--- config.mk ---
export PLATFORM = sky130hd
export DESIGN_NAME = lcd_subsys_top
export DESIGN_NICKNAME = d
export VERILOG_FILES = /design/src/hw/lcd_pkg.sv /design/src/hw/lcd_apb_regs.sv /design/src/hw/lcd_bus_ctrl.sv /design/src/hw/lcd_cmd_fifo.sv /design/src/hw/lcd_subsys_top.sv
export SDC_FILE = /design/constraint.sdc
export NUM_CORES = 1
export LEC_CHECK = 0
export BUFFER_PORTS_ARGS = -buffer_cell sky130_fd_sc_hd__buf_2
export CAP_MARGIN = 0
export CORE_MARGIN = 5
export CORE_UTILIZATION = 52
export DETAILED_ROUTE_END_ITERATION = 12
export GPL_ROUTABILITY_DRIVEN = 1
export PLACE_DENSITY_LB_ADDON = 0.05
export SLEW_MARGIN = 15
export SYNTH_ARGS = -nofsm -noshare
export SYNTH_HDL_FRONTEND = slang
export SYNTH_SLANG_ARGS = --single-unit
--- constraint.sdc ---
create_clock -name clk -period 2.85 [get_ports clk]
set_clock_uncertainty 0.05 [all_clocks]
set_input_delay 0.4275 -clock clk [delete_from_list [all_inputs] [get_ports clk]]
set_output_delay 0.4275 -clock clk [all_outputs]
set_load 0.02 [all_outputs]
--- src/hw/lcd_pkg.sv ---
package lcd_pkg;

	typedef logic [7:0] lcd_byte_t;		// instruction or data byte
	typedef logic [6:0] lcd_cfg_t;		// {lines, font, disp, cursor, blink, inc, shift}
	typedef logic [3:0] apb_addr_t;		// register offset
	typedef logic [31:0] apb_data_t;

	typedef struct packed {
		logic rs;			// 1 = data, 0 = instruction
		lcd_byte_t data;
	} lcd_cmd_t;

	// register map
	localparam apb_addr_t REG_CTRL = 4'h0;
	localparam apb_addr_t REG_CMD = 4'h4;
	localparam apb_addr_t REG_STATUS = 4'h8;

	localparam int CTRL_START_BIT = 8;	// write 1 to kick off init
	localparam int CMD_RS_BIT = 8;		// rs above the data byte

	localparam int ST_BUSY_BIT = 0;
	localparam int ST_INIT_DONE_BIT = 1;
	localparam int ST_OVERFLOW_BIT = 2;
	localparam int ST_LEVEL_LSB = 8;	// fifo level in 11:8

	// power-up and init timing in us
	localparam int unsigned PWRUP_US = 500;
	localparam int unsigned INIT_PULSE_US = 10;
	localparam int unsigned FSET_WAIT_US = 50;
	localparam int unsigned DISP_WAIT_US = 50;
	localparam int unsigned CLEAR_WAIT_US = 200;
	localparam int unsigned ENTRY_WAIT_US = 100;

	// single write cycle in us
	localparam int unsigned SETUP_US = 1;
	localparam int unsigned E_HIGH_US = 13;
	localparam int unsigned E_LOW_US = 13;
	localparam int unsigned CYCLE_US = 50;

endpackage

--- src/hw/lcd_apb_regs.sv ---
module lcd_apb_regs #(
	parameter int FIFO_DEPTH = 8
) (
	input logic clk,
	input logic rst_n,
	input logic psel,
	input logic penable,
	input logic pwrite,
	input lcd_pkg::apb_addr_t paddr,
	input lcd_pkg::apb_data_t pwdata,
	input logic full,
	input logic [$clog2(FIFO_DEPTH + 1)-1:0] level,
	input logic busy,
	input logic init_done,
	output lcd_pkg::apb_data_t prdata,
	output logic pready,
	output logic pslverr,
	output lcd_pkg::lcd_cfg_t cfg,
	output logic init_start,
	output logic push,
	output lcd_pkg::lcd_cmd_t cmd_in
);
	import lcd_pkg::*;

	localparam int LW = $clog2(FIFO_DEPTH + 1);

	logic access;
	logic wr;
	logic rd;
	logic hit_ctrl;
	logic hit_cmd;
	logic hit_status;
	logic mapped;
	logic cmd_drop;
	logic overflow;
	apb_data_t status;

	assign access = psel & penable;		// access phase only
	assign wr = access & pwrite;
	assign rd = access & ~pwrite;

	assign hit_ctrl = (paddr == REG_CTRL);
	assign hit_cmd = (paddr == REG_CMD);
	assign hit_status = (paddr == REG_STATUS);
	assign mapped = hit_ctrl | hit_cmd | hit_status;

	assign cmd_drop = wr & hit_cmd & full;	// push into a full fifo

	assign pready = 1'b1;			// no wait states
	assign pslverr = access & (~mapped | cmd_drop);

	// fifo write happens on the edge closing the access
	assign push = wr & hit_cmd & ~full;
	assign cmd_in = '{rs: pwdata[CMD_RS_BIT], data: pwdata[7:0]};

	always_comb begin
		status = '0;
		status[ST_BUSY_BIT] = busy;
		status[ST_INIT_DONE_BIT] = init_done;
		status[ST_OVERFLOW_BIT] = overflow;
		status[ST_LEVEL_LSB +: LW] = level;
	end

	always_comb begin
		prdata = '0;
		if (rd) begin
			case (paddr)
				REG_CTRL: prdata = apb_data_t'(cfg);
				REG_STATUS: prdata = status;
				default: prdata = '0;	// cmd reads as zero
			endcase
		end
	end

	always_ff @(posedge clk or negedge rst_n) begin
		if (!rst_n) begin
			cfg <= '0;
			init_start <= 1'b0;
			overflow <= 1'b0;
		end else begin
			init_start <= wr & hit_ctrl & pwdata[CTRL_START_BIT];	// one cycle
			if (wr && hit_ctrl)
				cfg <= pwdata[6:0];
			if (cmd_drop)
				overflow <= 1'b1;	// sticky
			else if (wr && hit_status)
				overflow <= 1'b0;
		end
	end

endmodule

--- src/hw/lcd_bus_ctrl.sv ---
module lcd_bus_ctrl #(
	parameter int CLK_PER_US = 40
) (
	input logic clk,
	input logic rst_n,
	input lcd_pkg::lcd_cfg_t cfg,
	input logic init_start,
	input logic cmd_valid,
	input lcd_pkg::lcd_cmd_t cmd_out,
	output logic cmd_ready,
	output logic init_done,
	output logic busy,
	output logic e,
	output logic rs,
	output lcd_pkg::lcd_byte_t lcd_data
);
	import lcd_pkg::*;

	function automatic int unsigned umax(input int unsigned a, input int unsigned b);
		return (a > b) ? a : b;
	endfunction

	// delays in clock cycles
	localparam int unsigned PWRUP_CYC = PWRUP_US * CLK_PER_US;
	localparam int unsigned PULSE_CYC = INIT_PULSE_US * CLK_PER_US;
	localparam int unsigned FSET_CYC = (INIT_PULSE_US + FSET_WAIT_US) * CLK_PER_US;
	localparam int unsigned DISP_CYC = (INIT_PULSE_US + DISP_WAIT_US) * CLK_PER_US;
	localparam int unsigned CLEAR_CYC = (INIT_PULSE_US + CLEAR_WAIT_US) * CLK_PER_US;
	localparam int unsigned ENTRY_CYC = (INIT_PULSE_US + ENTRY_WAIT_US) * CLK_PER_US;
	localparam int unsigned SETUP_CYC = SETUP_US * CLK_PER_US;
	localparam int unsigned EHIGH_CYC = E_HIGH_US * CLK_PER_US;
	// never shorter than setup + high + low
	localparam int unsigned CYCLE_CYC =
		umax(CYCLE_US, SETUP_US + E_HIGH_US + E_LOW_US) * CLK_PER_US;

	localparam int unsigned MAX_CYC = umax(umax(umax(PWRUP_CYC, FSET_CYC),
		umax(DISP_CYC, CLEAR_CYC)), umax(ENTRY_CYC, CYCLE_CYC));
	localparam int CW = $clog2(MAX_CYC + 1);

	typedef logic [CW-1:0] cnt_t;

	typedef enum logic [2:0] {
		ST_PWRUP,
		ST_WAIT_START,
		ST_INIT,
		ST_IDLE,
		ST_WRITE
	} state_t;

	state_t state;
	cnt_t cnt;
	logic [1:0] init_step;		// fset, disp, clear, entry
	logic start_pend;

	// instruction byte for each init step
	function automatic lcd_byte_t init_instr(input logic [1:0] idx, input lcd_cfg_t c);
		case (idx)
			2'd0: return {4'b0011, c[6], c[5], 2'b00};	// function set
			2'd1: return {5'b00001, c[4], c[3], c[2]};	// display on/off
			2'd2: return 8'b0000_0001;			// clear
			default: return {6'b000001, c[1], c[0]};	// entry mode
		endcase
	endfunction

	// last count of each step, pulse plus its wait
	function automatic cnt_t step_last(input logic [1:0] idx);
		case (idx)
			2'd0: return cnt_t'(FSET_CYC - 1);
			2'd1: return cnt_t'(DISP_CYC - 1);
			2'd2: return cnt_t'(CLEAR_CYC - 1);
			default: return cnt_t'(ENTRY_CYC - 1);
		endcase
	endfunction

	assign cmd_ready = (state == ST_IDLE) & cmd_valid;
	assign busy = (state != ST_IDLE) | cmd_valid;

	always_ff @(posedge clk or negedge rst_n) begin
		if (!rst_n) begin
			state <= ST_PWRUP;
			cnt <= '0;
			init_step <= '0;
			start_pend <= 1'b0;
			init_done <= 1'b0;
			e <= 1'b0;
			rs <= 1'b0;
			lcd_data <= '0;
		end else begin
			if (init_start && state == ST_PWRUP)
				start_pend <= 1'b1;		// early start, keep it
			case (state)
				ST_PWRUP: begin
					if (cnt == cnt_t'(PWRUP_CYC - 1)) begin
						cnt <= '0;
						state <= ST_WAIT_START;
					end else begin
						cnt <= cnt + 1'b1;
					end
				end
				ST_WAIT_START: begin
					if (start_pend || init_start) begin
						start_pend <= 1'b0;
						state <= ST_INIT;
						init_step <= 2'd0;
						cnt <= '0;
						e <= 1'b1;		// first pulse starts now
						rs <= 1'b0;
						lcd_data <= init_instr(2'd0, cfg);
					end
				end
				ST_INIT: begin
					if (cnt == cnt_t'(PULSE_CYC - 1))
						e <= 1'b0;
					if (cnt == step_last(init_step)) begin
						cnt <= '0;
						if (init_step == 2'd3) begin
							state <= ST_IDLE;
							init_done <= 1'b1;
						end else begin
							init_step <= init_step + 1'b1;
							e <= 1'b1;
							lcd_data <= init_instr(init_step + 2'd1, cfg);
						end
					end else begin
						cnt <= cnt + 1'b1;
					end
				end
				ST_IDLE: begin
					if (cmd_valid) begin
						state <= ST_WRITE;
						cnt <= '0;
						rs <= cmd_out.rs;	// held for whole cycle
						lcd_data <= cmd_out.data;
					end
				end
				ST_WRITE: begin
					if (cnt == cnt_t'(SETUP_CYC - 1))
						e <= 1'b1;
					if (cnt == cnt_t'(SETUP_CYC + EHIGH_CYC - 1))
						e <= 1'b0;
					if (cnt == cnt_t'(CYCLE_CYC - 1)) begin
						cnt <= '0;
						state <= ST_IDLE;
					end else begin
						cnt <= cnt + 1'b1;
					end
				end
				default: begin
					state <= ST_PWRUP;
					cnt <= '0;
					e <= 1'b0;
				end
			endcase
		end
	end

endmodule

--- src/hw/lcd_cmd_fifo.sv ---
module lcd_cmd_fifo #(
	parameter int FIFO_DEPTH = 8
) (
	input logic clk,
	input logic rst_n,
	input logic push,
	input lcd_pkg::lcd_cmd_t cmd_in,
	input logic cmd_ready,
	output logic cmd_valid,
	output lcd_pkg::lcd_cmd_t cmd_out,
	output logic full,
	output logic [$clog2(FIFO_DEPTH + 1)-1:0] level
);
	import lcd_pkg::*;

	localparam int PW = (FIFO_DEPTH > 1) ? $clog2(FIFO_DEPTH) : 1;
	localparam int LW = $clog2(FIFO_DEPTH + 1);

	typedef logic [PW-1:0] ptr_t;

	lcd_cmd_t mem [FIFO_DEPTH];
	ptr_t wr_ptr;
	ptr_t rd_ptr;
	logic [LW-1:0] count;
	logic do_push;
	logic do_pop;

	// wrap at depth, works for any depth
	function automatic ptr_t ptr_inc(input ptr_t p);
		return (p == ptr_t'(FIFO_DEPTH - 1)) ? '0 : p + 1'b1;
	endfunction

	assign do_push = push & ~full;
	assign do_pop = cmd_ready & cmd_valid;

	always_ff @(posedge clk) begin
		if (do_push)
			mem[wr_ptr] <= cmd_in;
	end

	always_ff @(posedge clk or negedge rst_n) begin
		if (!rst_n) begin
			wr_ptr <= '0;
			rd_ptr <= '0;
			count <= '0;
		end else begin
			if (do_push)
				wr_ptr <= ptr_inc(wr_ptr);
			if (do_pop)
				rd_ptr <= ptr_inc(rd_ptr);
			case ({do_push, do_pop})
				2'b10: count <= count + 1'b1;
				2'b01: count <= count - 1'b1;
				default: count <= count;	// both or neither
			endcase
		end
	end

	assign cmd_valid = (count != '0);
	assign cmd_out = mem[rd_ptr];		// head entry
	assign full = (count == LW'(FIFO_DEPTH));
	assign level = count;

endmodule

--- src/hw/lcd_subsys_top.sv ---
module lcd_subsys_top #(
	parameter int CLK_PER_US = 40,
	parameter int FIFO_DEPTH = 8
) (
	input logic clk,
	input logic rst_n,
	input logic psel,
	input logic penable,
	input logic pwrite,
	input lcd_pkg::apb_addr_t paddr,
	input lcd_pkg::apb_data_t pwdata,
	output lcd_pkg::apb_data_t prdata,
	output logic pready,
	output logic pslverr,
	output logic e,
	output logic rs,
	output lcd_pkg::lcd_byte_t lcd_data
);
	import lcd_pkg::*;

	localparam int LW = $clog2(FIFO_DEPTH + 1);

	lcd_cfg_t cfg;
	lcd_cmd_t cmd_in;
	lcd_cmd_t cmd_out;
	logic init_start;
	logic push;
	logic full;
	logic [LW-1:0] level;
	logic cmd_valid;
	logic cmd_ready;
	logic init_done;
	logic busy;

	lcd_apb_regs #(
		.FIFO_DEPTH(FIFO_DEPTH)
	) u_regs (
		.clk(clk),
		.rst_n(rst_n),
		.psel(psel),
		.penable(penable),
		.pwrite(pwrite),
		.paddr(paddr),
		.pwdata(pwdata),
		.full(full),
		.level(level),
		.busy(busy),
		.init_done(init_done),
		.prdata(prdata),
		.pready(pready),
		.pslverr(pslverr),
		.cfg(cfg),
		.init_start(init_start),
		.push(push),
		.cmd_in(cmd_in)
	);

	lcd_cmd_fifo #(
		.FIFO_DEPTH(FIFO_DEPTH)
	) u_fifo (
		.clk(clk),
		.rst_n(rst_n),
		.push(push),
		.cmd_in(cmd_in),
		.cmd_ready(cmd_ready),
		.cmd_valid(cmd_valid),
		.cmd_out(cmd_out),
		.full(full),
		.level(level)
	);

	lcd_bus_ctrl #(
		.CLK_PER_US(CLK_PER_US)
	) u_bus (
		.clk(clk),
		.rst_n(rst_n),
		.cfg(cfg),
		.init_start(init_start),
		.cmd_valid(cmd_valid),
		.cmd_out(cmd_out),
		.cmd_ready(cmd_ready),
		.init_done(init_done),
		.busy(busy),
		.e(e),
		.rs(rs),
		.lcd_data(lcd_data)
	);

endmodule

==> results_dict.tcl <==
set metrics [dict create \
    status "complete, no violations" \
    ys_seq_area_frac 0.563 \
    synth.top_cell.area_share 0.354 \
    ios 85 \
    viasPerCell 5.54 \
    dp.cells 668 \
    num_rows 39 \
    diodes 0 \
    leakagePower_nw 2.86 \
    worstPathArrival_ns 2.89 \
    grt_start_max_net_pins 40 \
    power.internal_mw 3.35 \
    period_minus_slack_ns 2.64 \
    synth.most_common_cell "edfxtp_1" \
    worstSetupStartpointType "register" \
    maxSlewViolCount 0 \
    cts_setup_buffers 0 \
    coreArea_um2 11500 \
    dp_hpwl_um 9110 \
    drc 0 \
    track_usage 0.195 \
    netlist_area_um2 6110 \
    clockBufferDepth 2 \
    fmax_mhz 379 \
    worstMarginPinSlew_ns 0.953 \
    async_reset_ff_frac 0.415 \
    gp_congestion 0.832 \
    synth_commonest_cells "72 x edfxtp_1, 51 x dfrtp_1, 36 x nand2_1" \
    avgSynthCellArea_um2 12.9 \
    vdd_drop_max_v 0.000576 \
    finalSetupViolations 0 \
    ys_ff_latch 123 \
    fp.dieH_um 118 \
    antenna_left 0 \
    cp-startpoint "u_bus.init_step[0]" \
    synthTopCellsByArea "edfxtp_1 35%, dfrtp_1 21%, mux4_2 6.6%" \
    nets 600 \
    drt-total-wl_um 13100 \
    overflow 0 \
    drive_gt1_frac 0.298 \
    vias 3879 \
    hold_viol_final 0 \
    start_util 0.533 \
    drt_iter0_drc 264 \
    synth_cell_type_count 58 \
    power_density_nw_per_um2 591 \
    cts_resized 0 \
    grt_setup_unrepaired "no" \
    synth_cells 473 \
    p_seq_frac 0.464 \
    clockRootBuffer "clkbuf_16" \
    drv_cap 0 \
    clkPwrFrac 0.496 \
    synthFlopType "edfxtp_1" \
    htreeDepth 4 \
    area_delta_synth_final_pct 17.8 \
    setup.worst_path.class "reg2reg" \
    synth_area_leader_cell "edfxtp_1" \
    required_ns 3.10 \
    slew_headroom 0.364 \
    clk_latency_ns 0.41 \
    final.setup.tns_ns 0 \
    cts_inserted_buffers 17 \
    die_area_um2 14000 \
    clk_pin_slew_ns 0.06 \
    wl_per_cell_um 18.7 \
    antenna_found_initial 0 \
    drt_pass1_iterations 4 \
    grt_pass1_vias 3889 \
    yosysWarnings 0 \
    cts_tree "yes" \
    reg2reg_from "u_bus.init_step[0]" \
    p_comb_frac 0.040 \
    stdcell_count 700 \
    synth_edf_count 72 \
    io_buffer_count 39 \
    end_kind "register" \
    finalCritPeriodShare 0.926 \
    grt_pass1_wl_um 21000 \
    switching_share 0.212 \
    crit_fanout 8 \
    p_sw_uw 899 \
    cts_sinks 123 \
    hold_buffers 0 \
    hp-class "in2async" \
    die_w_um 118 \
]
-- routing by layer --
| layer | wire (um) | vias to the layer above | global-route usage |
|---|---|---|---|
| li1 | - | 1853 | - |
| met1 | 6250 | 1899 | 0.287 |
| met2 | 5880 | 116 | 0.284 |
| met3 | 802 | 11 | 0.0501 |
| met4 | 119 | 0 | 0.0680 |
| met5 | 0 | - | 0 |
-- path summary, 6_finish.rpt --
path	endpoint	depth (start not counted)	slack [ns]
max	u_bus.cnt[12]	7	0.21
min in group clk	u_fifo.mem[7][7]	1	0.24
max reg2reg	u_bus.cnt[12]	7	0.21
min reg2reg	u_bus.init_done	1	0.44
max in group asynchronous	u_regs.cfg[0]	2	1.90
min	u_bus.cnt[0]	1	0.12
-- placed cells by master, fill, tap and decap left out, types with 17 or more instances in the layout --
master	count
nor2_1	28
nand2_1	36
buf_4	39
mux4_2	18
mux2_2	21
dfrtp_1	51
conb_1	22
clkbuf_16	17
buf_2	39
edfxtp_1	72
-- logic make-up (layout without fill, tap and decap cells) --
group | count (synthesis) | after routing | synth area share
XOR/XNOR | 18 | 18 | 0.0258
multiplexers | 55 | 55 | 0.131
flip-flops | 123 | 123 | 0.563
adder cells (fa/ha/maj) | 15 | 15 | 0.0320
AND/OR/NAND/NOR | 136 | 136 | 0.113
buffers and inverters | 58 | 122 | 0.0522
AO/OA/AOI/OAI | 66 | 66 | 0.0811
other | 2 | 22 | 0.00123
-- stage by stage --
step	area [um^2]	hold slack, ns	setup slack, ns	utilization	power [mW]
finish	7190	0.121	0.210	0.627	4.25
global route	7190	0.199	0.0947	0.627	4.40
CTS	7190	0.144	0.182	0.627	4.29
detailed placement	6610	0.425	0.0383	0.576	2.18
global placement	6610	0.421	0.130	0.576	2.17
floorplan	6190	0.0819	0.0609	-	2.12
-- critical path, cell delays in order (launching register included) --
cell       delay, ns
dfrtp_1         0.38
ha_1            0.22
or4b_4          0.50
a2111oi_4       0.44
a31oi_4         0.17
a311oi_4        0.41
buf_4           0.28
o21ai_2         0.08
-- power groups by stage --
stage | clock, mW | sequential [mW] | combinational (mW)
6_report | 2.11 | 1.97 | 0.171
5_1_grt | 2.23 | 1.98 | 0.194
4_1_cts | 2.15 | 1.97 | 0.173
3_5_place_dp | 0 | 2.00 | 0.173
3_3_place_gp | 0 | 2.00 | 0.165
2_1_floorplan | 0 | 1.98 | 0.134
-- area by class of cell --
type,count,area [um^2]
Timing Repair Buffer,79,508
Tap cell,143,179
Multi-Input combinational cell,312,2440
Fill cell,876,4270
Sequential cell,123,3440
Clock inverter,13,151
Inverter,11,41.3
Clock buffer,19,433
-- flip-flops by register name (all words and copies together) (netlist names), 2 cells and up --
name	cells
u_bus.state	3
u_fifo.wr_ptr	3
u_bus.init_step	2
u_regs.cfg	7
u_fifo.rd_ptr	3
u_bus.cnt	15
u_fifo.mem	72
u_fifo.level	4
u_bus.lcd_data	8
No activity file was read; power rests on OpenSTA's default activity.
